**src/logic/i2c_proto_pkg.sv**
```systemverilog
package i2c_proto_pkg;

    localparam int PRESCALE_W = 16;

    // requests from the byte controller to the bit controller
    typedef enum logic [2:0] {
        CMD_IDLE,
        CMD_START,
        CMD_STOP,
        CMD_WRITE,
        CMD_READ,
        CMD_RESTART
    } bit_cmd_t;

    // phases of each command are consecutive, one prescale tick each
    typedef enum logic [4:0] {
        B_IDLE,
        B_START_A,
        B_START_B,
        B_START_C,
        B_START_D,
        B_START_E,
        B_STOP_A,
        B_STOP_B,
        B_STOP_C,
        B_STOP_D,
        B_WRITE_A,
        B_WRITE_B,
        B_WRITE_C,
        B_WRITE_D,
        B_READ_A,
        B_READ_B,
        B_READ_C,
        B_READ_D,
        B_RESTART_A,
        B_RESTART_B,
        B_RESTART_C,
        B_RESTART_D
    } bit_state_t;

endpackage

```
**src/logic/i2c_regs_pkg.sv**
```systemverilog
package i2c_regs_pkg;

    localparam int ADR_W = 3;

    localparam logic [ADR_W-1:0] ADR_PRER_LO = 3'd0;
    localparam logic [ADR_W-1:0] ADR_PRER_HI = 3'd1;
    localparam logic [ADR_W-1:0] ADR_CTRL    = 3'd2;
    localparam logic [ADR_W-1:0] ADR_TXR_RXR = 3'd3;
    localparam logic [ADR_W-1:0] ADR_CMD_SR  = 3'd4;

    localparam int CTRL_EN  = 7;

    localparam int CMD_STA  = 7;
    localparam int CMD_STO  = 6;
    localparam int CMD_RD   = 5;
    localparam int CMD_WR   = 4;
    localparam int CMD_ACK  = 3;

    localparam int SR_RXACK = 7;
    localparam int SR_BUSY  = 6;
    localparam int SR_AL    = 5;
    localparam int SR_TIP   = 1;

    typedef struct packed {
        logic       sta;
        logic       sto;
        logic       rd;
        logic       wr;
        logic       ack;    // 1 = nack after read
        logic [7:0] txd;
    } byte_req_t;

endpackage

```
**src/logic/i2c_bit_if.sv**
```systemverilog
`timescale 1ns/100ps

interface i2c_bit_if;
    import i2c_proto_pkg::*;

    bit_cmd_t cmd;
    logic     cmd_ack;
    logic     din;
    logic     dout;
    logic     arblost;      // replaces cmd_ack on abort
    logic     busy;

    modport master (
        output cmd,
        output din,
        input  cmd_ack,
        input  dout,
        input  arblost,
        input  busy
    );

    modport slave (
        input  cmd,
        input  din,
        output cmd_ack,
        output dout,
        output arblost,
        output busy
    );

endinterface

```
**src/logic/i2c_reg_decode.sv**
```systemverilog
`timescale 1ns/100ps

module i2c_reg_decode (
    input  logic                                 i_sysclk,
    input  logic                                 i_nReset,
    input  logic                                 i_wb_cyc,
    input  logic                                 i_wb_stb,
    input  logic                                 i_wb_we,
    input  logic [i2c_regs_pkg::ADR_W-1:0]       i_wb_adr,
    input  logic [7:0]                           i_wb_dat,
    input  logic                                 i_done,
    input  logic [7:0]                           i_rxd,
    input  logic                                 i_rxack,
    input  logic                                 i_al,
    input  logic                                 i_busy,
    output logic [7:0]                           o_wb_dat,
    output logic                                 o_wb_ack,
    output logic [i2c_proto_pkg::PRESCALE_W-1:0] o_prescale,
    output logic                                 o_enable,
    output i2c_regs_pkg::byte_req_t              o_req,
    output logic                                 o_req_valid
);
    import i2c_regs_pkg::*;

    logic [7:0] ctrl;
    logic [7:0] txr;
    logic [7:0] rxr;
    logic [7:0] status;
    logic [7:0] rd_dat;
    logic       wb_go;
    logic       wr_go;
    logic       cmd_go;
    logic       tip;
    logic       al;
    logic       rxack;

    assign o_enable = ctrl[CTRL_EN];
    assign wb_go    = i_wb_cyc & i_wb_stb & ~o_wb_ack;    // ack lags one cycle
    assign wr_go    = wb_go & i_wb_we;
    assign cmd_go   = wr_go && (i_wb_adr == ADR_CMD_SR) && o_enable && !tip &&
                      (i_wb_dat[CMD_STA] | i_wb_dat[CMD_STO] |
                       i_wb_dat[CMD_RD] | i_wb_dat[CMD_WR]);

    always_comb begin
        status           = '0;
        status[SR_RXACK] = rxack;
        status[SR_BUSY]  = i_busy;
        status[SR_AL]    = al;
        status[SR_TIP]   = tip;
    end

    always_comb begin
        case (i_wb_adr)
            ADR_PRER_LO: rd_dat = o_prescale[7:0];
            ADR_PRER_HI: rd_dat = o_prescale[15:8];
            ADR_CTRL:    rd_dat = ctrl;
            ADR_TXR_RXR: rd_dat = rxr;
            ADR_CMD_SR:  rd_dat = status;
            default:     rd_dat = 8'h00;
        endcase
    end

    always_ff @(posedge i_sysclk or negedge i_nReset) begin
        if (!i_nReset) begin
            o_wb_ack    <= 1'b0;
            o_req_valid <= 1'b0;
            o_prescale  <= '1;
            ctrl        <= 8'h00;
            tip         <= 1'b0;
            al          <= 1'b0;
            rxack       <= 1'b0;
        end else begin
            o_wb_ack    <= wb_go;
            o_req_valid <= cmd_go;
            if (wr_go) begin
                case (i_wb_adr)
                    ADR_PRER_LO: o_prescale[7:0]  <= i_wb_dat;
                    ADR_PRER_HI: o_prescale[15:8] <= i_wb_dat;
                    ADR_CTRL:    ctrl             <= i_wb_dat;
                    default:     ;
                endcase
            end
            if (cmd_go)
                tip <= 1'b1;
            else if (i_done || i_al || !o_enable)
                tip <= 1'b0;
            if (cmd_go)
                al <= 1'b0;                 // cleared by next command
            else if (i_al)
                al <= 1'b1;
            if (i_done)
                rxack <= i_rxack;
        end
    end

    always_ff @(posedge i_sysclk) begin
        if (wb_go)
            o_wb_dat <= rd_dat;
        if (wr_go && i_wb_adr == ADR_TXR_RXR)
            txr <= i_wb_dat;
        if (i_done)
            rxr <= i_rxd;
        if (cmd_go) begin
            o_req.sta <= i_wb_dat[CMD_STA];
            o_req.sto <= i_wb_dat[CMD_STO];
            o_req.rd  <= i_wb_dat[CMD_RD];
            o_req.wr  <= i_wb_dat[CMD_WR];
            o_req.ack <= i_wb_dat[CMD_ACK];
            o_req.txd <= txr;
        end
    end

endmodule

```
**src/logic/i2c_byte_ctl.sv**
```systemverilog
`timescale 1ns/100ps

module i2c_byte_ctl (
    input  logic                    i_sysclk,
    input  logic                    i_nReset,
    input  logic                    i_enable,
    input  i2c_regs_pkg::byte_req_t i_req,
    input  logic                    i_req_valid,
    output logic                    o_done,
    output logic [7:0]              o_rxd,
    output logic                    o_rxack,
    output logic                    o_al,
    i2c_bit_if.master               bit_if
);
    import i2c_proto_pkg::*;
    import i2c_regs_pkg::*;

    typedef enum logic [2:0] {
        ST_IDLE,
        ST_START,
        ST_DATA,
        ST_ACK,
        ST_STOP
    } state_t;

    state_t     state;
    byte_req_t  req_q;
    logic [7:0] shreg;
    logic [2:0] bit_cnt;
    logic       accept;

    assign accept = (state == ST_IDLE) && i_req_valid;
    assign o_rxd  = shreg;
    assign bit_if.din = (state == ST_ACK) ? req_q.ack : shreg[7];    // msb first

    // bit command follows the state directly
    always_comb begin
        case (state)
            ST_START: bit_if.cmd = CMD_START;
            ST_DATA:  bit_if.cmd = req_q.wr ? CMD_WRITE : CMD_READ;
            ST_ACK:   bit_if.cmd = req_q.wr ? CMD_READ : CMD_WRITE;
            ST_STOP:  bit_if.cmd = CMD_STOP;
            default:  bit_if.cmd = CMD_IDLE;
        endcase
    end

    always_ff @(posedge i_sysclk or negedge i_nReset) begin
        if (!i_nReset) begin
            state   <= ST_IDLE;
            bit_cnt <= 3'd0;
            o_done  <= 1'b0;
            o_al    <= 1'b0;
            o_rxack <= 1'b0;
        end else if (!i_enable) begin
            state  <= ST_IDLE;
            o_done <= 1'b0;
            o_al   <= 1'b0;
        end else begin
            o_done <= 1'b0;
            o_al   <= 1'b0;
            if (bit_if.arblost) begin
                state <= ST_IDLE;       // abort whatever was running
                o_al  <= 1'b1;
            end else begin
                case (state)
                    ST_IDLE: begin
                        if (accept) begin
                            bit_cnt <= 3'd7;
                            if (i_req.sta)
                                state <= ST_START;
                            else if (i_req.rd || i_req.wr)
                                state <= ST_DATA;
                            else
                                state <= ST_STOP;   // stop only
                        end
                    end
                    ST_START: begin
                        if (bit_if.cmd_ack) begin
                            if (req_q.rd || req_q.wr) begin
                                state <= ST_DATA;
                            end else if (req_q.sto) begin
                                state <= ST_STOP;
                            end else begin
                                state  <= ST_IDLE;
                                o_done <= 1'b1;
                            end
                        end
                    end
                    ST_DATA: begin
                        if (bit_if.cmd_ack) begin
                            bit_cnt <= bit_cnt - 1'b1;
                            if (bit_cnt == 3'd0)
                                state <= ST_ACK;
                        end
                    end
                    ST_ACK: begin
                        if (bit_if.cmd_ack) begin
                            o_rxack <= bit_if.dout;
                            if (req_q.sto) begin
                                state <= ST_STOP;
                            end else begin
                                state  <= ST_IDLE;
                                o_done <= 1'b1;
                            end
                        end
                    end
                    ST_STOP: begin
                        if (bit_if.cmd_ack) begin
                            state  <= ST_IDLE;
                            o_done <= 1'b1;
                        end
                    end
                    default: state <= ST_IDLE;
                endcase
            end
        end
    end

    always_ff @(posedge i_sysclk) begin
        if (accept) begin
            req_q <= i_req;
            shreg <= i_req.txd;
        end else if (state == ST_DATA && bit_if.cmd_ack) begin
            shreg <= {shreg[6:0], bit_if.dout};     // tx out, rx in
        end
    end

endmodule

```
**src/logic/i2c_bit_ctl.sv**
```systemverilog
`timescale 1ns/100ps

module i2c_bit_ctl (
    input  logic                                 i_sysclk,
    input  logic                                 i_nReset,
    input  logic                                 i_enable,
    input  logic [i2c_proto_pkg::PRESCALE_W-1:0] i_prescale,
    input  logic                                 i_scl,
    input  logic                                 i_sda,
    output logic                                 o_scl_oen,
    output logic                                 o_sda_oen,
    i2c_bit_if.slave                             bit_if
);
    import i2c_proto_pkg::*;

    bit_state_t            state;
    bit_state_t            state_nxt;
    logic [PRESCALE_W-1:0] cnt;
    logic                  tick;
    logic                  last;
    logic                  lost;
    logic                  scl_nxt;
    logic                  sda_nxt;
    logic                  chk_nxt;
    logic                  sda_chk;
    logic                  scl_s;
    logic                  sda_s;
    logic                  sda_d;

    assign tick      = (cnt == '0);
    assign last      = state inside {B_START_E, B_STOP_D, B_WRITE_D, B_READ_D, B_RESTART_D};
    assign state_nxt = last ? B_IDLE : bit_state_t'(state + 5'd1);
    assign lost      = sda_chk & o_sda_oen & ~sda_s;     // released but held low

    // phase counter, restarts with each command
    always_ff @(posedge i_sysclk or negedge i_nReset) begin
        if (!i_nReset)
            cnt <= '0;
        else if (!i_enable || state == B_IDLE || tick)
            cnt <= i_prescale;
        else
            cnt <= cnt - 1'b1;
    end

    // line levels set at the tick that ends each phase: scl, sda, check
    always_comb begin
        case (state)
            B_START_A:   {scl_nxt, sda_nxt, chk_nxt} = {o_scl_oen, 2'b10};
            B_START_B:   {scl_nxt, sda_nxt, chk_nxt} = 3'b110;
            B_START_C:   {scl_nxt, sda_nxt, chk_nxt} = 3'b100;   // start edge
            B_START_D:   {scl_nxt, sda_nxt, chk_nxt} = 3'b100;
            B_START_E:   {scl_nxt, sda_nxt, chk_nxt} = 3'b000;
            B_STOP_A:    {scl_nxt, sda_nxt, chk_nxt} = 3'b000;
            B_STOP_B:    {scl_nxt, sda_nxt, chk_nxt} = 3'b100;
            B_STOP_C:    {scl_nxt, sda_nxt, chk_nxt} = 3'b111;   // stop edge
            B_STOP_D:    {scl_nxt, sda_nxt, chk_nxt} = 3'b110;
            B_WRITE_A:   {scl_nxt, sda_nxt, chk_nxt} = {1'b0, bit_if.din, 1'b0};
            B_WRITE_B:   {scl_nxt, sda_nxt, chk_nxt} = {1'b1, bit_if.din, 1'b0};
            B_WRITE_C:   {scl_nxt, sda_nxt, chk_nxt} = {1'b1, bit_if.din, 1'b1};
            B_WRITE_D:   {scl_nxt, sda_nxt, chk_nxt} = {1'b0, bit_if.din, 1'b0};
            B_READ_A:    {scl_nxt, sda_nxt, chk_nxt} = 3'b010;
            B_READ_B:    {scl_nxt, sda_nxt, chk_nxt} = 3'b110;
            B_READ_C:    {scl_nxt, sda_nxt, chk_nxt} = 3'b110;
            B_READ_D:    {scl_nxt, sda_nxt, chk_nxt} = 3'b010;
            B_RESTART_A: {scl_nxt, sda_nxt, chk_nxt} = 3'b010;
            B_RESTART_B: {scl_nxt, sda_nxt, chk_nxt} = 3'b111;
            B_RESTART_C: {scl_nxt, sda_nxt, chk_nxt} = 3'b100;
            B_RESTART_D: {scl_nxt, sda_nxt, chk_nxt} = 3'b000;
            default:     {scl_nxt, sda_nxt, chk_nxt} = 3'b110;
        endcase
    end

    always_ff @(posedge i_sysclk or negedge i_nReset) begin
        if (!i_nReset) begin
            state          <= B_IDLE;
            o_scl_oen      <= 1'b1;
            o_sda_oen      <= 1'b1;
            sda_chk        <= 1'b0;
            bit_if.cmd_ack <= 1'b0;
            bit_if.arblost <= 1'b0;
        end else if (!i_enable) begin
            state          <= B_IDLE;
            o_scl_oen      <= 1'b1;
            o_sda_oen      <= 1'b1;
            sda_chk        <= 1'b0;
            bit_if.cmd_ack <= 1'b0;
            bit_if.arblost <= 1'b0;
        end else begin
            bit_if.cmd_ack <= 1'b0;
            bit_if.arblost <= 1'b0;
            if (state == B_IDLE) begin
                sda_chk <= 1'b0;
                // skip the cycle where the old command is still presented
                if (!bit_if.cmd_ack && !bit_if.arblost) begin
                    case (bit_if.cmd)
                        CMD_START:   state <= B_START_A;
                        CMD_STOP:    state <= B_STOP_A;
                        CMD_WRITE:   state <= B_WRITE_A;
                        CMD_READ:    state <= B_READ_A;
                        CMD_RESTART: state <= B_RESTART_A;
                        default:     state <= B_IDLE;
                    endcase
                end
            end else if (tick) begin
                if (lost) begin
                    state          <= B_IDLE;
                    o_scl_oen      <= 1'b1;
                    o_sda_oen      <= 1'b1;
                    sda_chk        <= 1'b0;
                    bit_if.arblost <= 1'b1;
                end else begin
                    state          <= state_nxt;
                    o_scl_oen      <= scl_nxt;
                    o_sda_oen      <= sda_nxt;
                    sda_chk        <= chk_nxt;
                    bit_if.cmd_ack <= last;
                end
            end
        end
    end

    // bus watcher for start/stop, independent of our own commands
    always_ff @(posedge i_sysclk or negedge i_nReset) begin
        if (!i_nReset) begin
            scl_s       <= 1'b1;
            sda_s       <= 1'b1;
            sda_d       <= 1'b1;
            bit_if.busy <= 1'b0;
        end else begin
            scl_s <= i_scl;
            sda_s <= i_sda;
            sda_d <= sda_s;
            if (!i_enable)
                bit_if.busy <= 1'b0;
            else if (scl_s && sda_d && !sda_s)
                bit_if.busy <= 1'b1;        // start seen
            else if (scl_s && !sda_d && sda_s)
                bit_if.busy <= 1'b0;        // stop seen
        end
    end

    always_ff @(posedge i_sysclk) begin
        if (tick && (state == B_READ_C || state == B_WRITE_C))
            bit_if.dout <= sda_s;           // end of scl high
    end

endmodule

```
**src/logic/i2c_master_top.sv**
```systemverilog
`timescale 1ns/100ps

module i2c_master_top (
    input  logic                           i_sysclk,
    input  logic                           i_nReset,
    input  logic                           i_wb_cyc,
    input  logic                           i_wb_stb,
    input  logic                           i_wb_we,
    input  logic [i2c_regs_pkg::ADR_W-1:0] i_wb_adr,
    input  logic [7:0]                     i_wb_dat,
    output logic [7:0]                     o_wb_dat,
    output logic                           o_wb_ack,
    input  logic                           i_scl,
    input  logic                           i_sda,
    output logic                           o_scl_oen,
    output logic                           o_sda_oen
);
    import i2c_proto_pkg::*;
    import i2c_regs_pkg::*;

    logic [PRESCALE_W-1:0] prescale;
    logic                  enable;
    byte_req_t             req;
    logic                  req_valid;
    logic                  done;
    logic [7:0]            rxd;
    logic                  rxack;
    logic                  al;

    i2c_bit_if bit_if ();

    i2c_reg_decode i2c_reg_decode_i (
        .i_sysclk    (i_sysclk),
        .i_nReset    (i_nReset),
        .i_wb_cyc    (i_wb_cyc),
        .i_wb_stb    (i_wb_stb),
        .i_wb_we     (i_wb_we),
        .i_wb_adr    (i_wb_adr),
        .i_wb_dat    (i_wb_dat),
        .i_done      (done),
        .i_rxd       (rxd),
        .i_rxack     (rxack),
        .i_al        (al),
        .i_busy      (bit_if.busy),
        .o_wb_dat    (o_wb_dat),
        .o_wb_ack    (o_wb_ack),
        .o_prescale  (prescale),
        .o_enable    (enable),
        .o_req       (req),
        .o_req_valid (req_valid)
    );

    i2c_byte_ctl i2c_byte_ctl_i (
        .i_sysclk    (i_sysclk),
        .i_nReset    (i_nReset),
        .i_enable    (enable),
        .i_req       (req),
        .i_req_valid (req_valid),
        .o_done      (done),
        .o_rxd       (rxd),
        .o_rxack     (rxack),
        .o_al        (al),
        .bit_if      (bit_if)
    );

    i2c_bit_ctl i2c_bit_ctl_i (
        .i_sysclk    (i_sysclk),
        .i_nReset    (i_nReset),
        .i_enable    (enable),
        .i_prescale  (prescale),
        .i_scl       (i_scl),
        .i_sda       (i_sda),
        .o_scl_oen   (o_scl_oen),
        .o_sda_oen   (o_sda_oen),
        .bit_if      (bit_if)
    );

endmodule

```
**config.mk**
```make
export PLATFORM = sky130hd
export DESIGN_NAME = i2c_master_top
export DESIGN_NICKNAME = d
export VERILOG_FILES = /design/src/logic/i2c_proto_pkg.sv /design/src/logic/i2c_regs_pkg.sv /design/src/logic/i2c_bit_if.sv /design/src/logic/i2c_reg_decode.sv /design/src/logic/i2c_byte_ctl.sv /design/src/logic/i2c_bit_ctl.sv /design/src/logic/i2c_master_top.sv
export SDC_FILE = /design/constraint.sdc
export NUM_CORES = 1
export LEC_CHECK = 0
export ABC_AREA = 1
export BUFFER_PORTS_ARGS = -buffer_cell sky130_fd_sc_hd__buf_2
export CORE_MARGIN = 3
export CORE_UTILIZATION = 30
export DETAILED_ROUTE_END_ITERATION = 6
export PLACE_DENSITY = 0.5
export SLEW_MARGIN = 20
export SYNTH_ARGS = -nofsm -noshare
export SYNTH_HDL_FRONTEND = slang
export SYNTH_SLANG_ARGS = --single-unit
```
**constraint.sdc**
```tcl
create_clock -name i_sysclk -period 1.7 [get_ports i_sysclk]
set_input_delay 0.085 -clock i_sysclk [delete_from_list [all_inputs] [get_ports i_sysclk]]
set_output_delay 0.085 -clock i_sysclk [all_outputs]
set_load 0.02 [all_outputs]
```
==> results.cfg <==
[timing]
slew_headroom = 0.692
finalHoldViolations = 0
skew_ns = 0.00755
fin_crit_sh = 0.921
period_needed_ns = 1.57
rsz0062_at_grt = yes
clock.fmax_mhz = 639
timing.final.ws_setup_ns = 0.135
finalMaxSlewViolations = 0
setup_viol_count_final = 0
worstMarginPinSlew_ns = 0.462
fin_tns_setup_ns = 0

[drt]
wirelength_um = 12900
avgRoutedWirePerCell_um = 14.5
ant_nets = 0
dr.pass1.iters = 5
drc = 0
routed_via_density = 4.67
drt_iter0_drc = 312
vias = 4157

[setup_path]
worst_r2r_path_depth = 9
path_delay_family = simple AND/OR/NAND/NOR gates
start_kind = flip-flop
crit_chain = inv_1 > ha_2 > nand2_2 > nor2_4 > nand2_2 > nand2_4 > buf_8 > nand2_1 > o21ai_1
timing.rr.end = i2c_bit_ctl_i.cnt[4]$_DFF_PN0_
critical_path_buf_inv_count = 2
worstReg2RegStart = i2c_bit_ctl_i.cnt[0]$_DFF_PN0_
critPathLaunch = i2c_bit_ctl_i.cnt[0]$_DFF_PN0_
cp_max_fo = 19
arrival_ns = 1.91
slowest_delay_ns = 0.39
path_class = reg2reg
crit_path_end_kind = flip-flop
cpMostUsedCell = nand2_2
critical_path_required_ns = 2.04
crit_slowest_cell = dfrtp_1
r2r_setup_slack_ns = 0.13

[global_routing]
grt_pass1_wl_um = 21500
gr-total-overflow = 0
grt_pass1_vias = 4098
grt_start_max_net_pins = 69
track_usage = 0.139
antenna_found_initial = 0

[floorplanning]
pin_count = 29
dieArea_sq_mm = 0.0201
core_area_sq_mm = 0.0177
rows = 48
die_height_um = 142
start_util = 0.313
chipWidth_um = 142

[placed_design]
port_buffers = 28
globalplace.congestion = 0.869
pre_cts_ws_ns = 0.0525
dp_hpwl_um = 9560

[synthesis]
ys_ff_latch = 118
ys.flop_type = edfxtp_1
synth_warnings = 0
synth_compound_area_frac = 0.0830
postSynth.asyncResetShare = 0.576
synthMuxAreaShare = 0.0224
synthSimpleGateAreaFrac = 0.214
seq_area_frac_synth = 0.585
synth_fa_ha_area_frac = 0.0159
syn_avg_cell_area_sq_um = 9.47
synth_xor_area_frac = 0.0190
synth_nets = 608
synth_edf_count = 50
synth_top_family_by_area = simple AND/OR/NAND/NOR gates
syn-cell-area_sq_mm = 0.00552
synth_cell_types = 34
synth_cells = 583

[worst_hold_path]
hp-start = i_wb_stb
min_delay_path_depth = 4
hold_end = i2c_reg_decode_i.o_wb_ack$_DFF_PN0_
min_path_type = in2reg

[layout]
final_common_cell = nand2_1
area_delta_synth_final_pct = 22.2
antennaDiodeCount = 0
fill_cells = 1800
drive_above_1_share = 0.217
fin_nets = 677
layout_common_cells = 171 x nand2_1, 61 x inv_1, 50 x edfxtp_1
fin_util = 0.382

[power_and_ir_drop]
peakVddDrop_mv = 0.731
power.density_mw_per_mm2 = 1510
p_leak_uw = 0.00296

[clock_network]
cts.sinks = 118
cts_setup_buffers = 0
cts_root_buffer = clkbuf_16
cts_made_buffers = 17
clock_latency_ns = 0.42
clkTransAtPathRegs_ns = 0.05
tritoncts = built
htreeDepth = 4
cts_max_path_buffers = 2

[job]
drv_cap = 0

[outcome]
status = completed
-- worst register-to-register path: stages, from the launching register on --
cell,delay (ns)
dfrtp_1,0.39
inv_1,0.08
ha_2,0.21
nand2_2,0.10
nor2_4,0.15
nand2_2,0.11
nand2_4,0.12
buf_8,0.17
nand2_1,0.07
o21ai_1,0.07
-- stage by stage --
step,instances,hold slack (ns),area (sq um),total power [uW]
6_report,890,0.158,6750,10200
5_1_grt,890,0.169,6750,10900
4_1_cts,890,0.142,6730,10300
3_5_place_dp,847,0.143,6060,6860
3_3_place_gp,847,0.141,6060,6820
2_1_floorplan,583,-0.211,5530,6100
-- Yosys cell counts (all sizes together) (2+ instances only) --
| master | count | area, sq um |
|---|---|---|
| nor2 | 53 | 229 |
| buf | 10 | 76.3 |
| o211ai | 4 | 30.0 |
| edfxtp | 50 | 1500 |
| o21ai | 61 | 335 |
| nand2 | 176 | 678 |
| xor2 | 5 | 43.8 |
| nand4 | 8 | 50.1 |
| inv | 67 | 251 |
| dfrtp | 47 | 1180 |
| dfstp | 21 | 552 |
| ha | 7 | 87.6 |
| a21oi | 12 | 60.1 |
| xnor2 | 7 | 61.3 |
| nand3 | 31 | 180 |
| mux2 | 11 | 124 |
| o2111ai | 2 | 17.5 |
| nor3 | 5 | 25.0 |
-- power breakdown --
group | total [uW] | leakage, uW | internal (uW) | switching [uW]
Clock | 3340 | 0.000263 | 2010 | 1330
Sequential | 3900 | 0.00127 | 3530 | 366
Combinational | 2950 | 0.00143 | 1090 | 1860
-- per-layer routing --
| metal | routed length [um] | GRT usage | up-vias |
|---|---|---|---|
| li1 | - | - | 2058 |
| met1 | 6020 | 0.188 | 2002 |
| met2 | 6090 | 0.217 | 81 |
| met3 | 602 | 0.0337 | 16 |
| met4 | 226 | 0.0535 | 0 |
| met5 | 0 | 0 | - |
-- state kept, by name, summed over array words and instances (netlist names), 3 cells and up --
register,cells
i2c_bit_ctl_i.cnt,16
i2c_bit_ctl_i.state,5
i2c_byte_ctl_i.bit_cnt,3
i2c_byte_ctl_i.o_rxd,8
i2c_byte_ctl_i.req_q,4
i2c_byte_ctl_i.state,3
i2c_reg_decode_i.ctrl,8
i2c_reg_decode_i.o_prescale,16
i2c_reg_decode_i.o_req,13
i2c_reg_decode_i.o_wb_dat,8
i2c_reg_decode_i.rxr,8
i2c_reg_decode_i.txr,8
-- what timing repair did --
action / in CTS / in global routing
endpoints found under the setup margin: 0 / 20
gates resized for setup: 0 / 6
hold buffers: 11 / 0
endpoints found under the hold margin: 98 / 0
-- kinds of logic after synthesis --
kind of cell,after synthesis
buffers and inverters,78
muxes,11
AOI/OAI and AO/OA,81
DFF,118
and+or+nand+nor,276
adders and majority gates,7
xor gates and xnor gates,12
-- worst max path at each step --
stage                                                   end  slack (ns)  cells after the start
after floorplan           i2c_reg_decode_i.txr[0]$_DFFE_PP_       -0.01                      3
after global placement       i2c_bit_ctl_i.cnt[0]$_DFF_PN0_        0.11                      9
after detailed placement     i2c_bit_ctl_i.cnt[4]$_DFF_PN0_        0.05                      9
after CTS                    i2c_bit_ctl_i.cnt[4]$_DFF_PN0_        0.03                      9
after global routing         i2c_bit_ctl_i.cnt[4]$_DFF_PN0_      -0.008                      9
final                        i2c_bit_ctl_i.cnt[4]$_DFF_PN0_        0.13                      9
-- cell type report --
cell class	instances	area (sq um)	share of cell area
Clock buffer	17	425	0.0631
Clock inverter	15	130	0.0193
Inverter	67	254	0.0377
Multi-Input combinational cell	387	1980	0.293
Sequential cell	118	3230	0.479
Tap cell	225	282	0.0417
Timing Repair Buffer	61	448	0.0664
(Power assumes the default switching activity.)
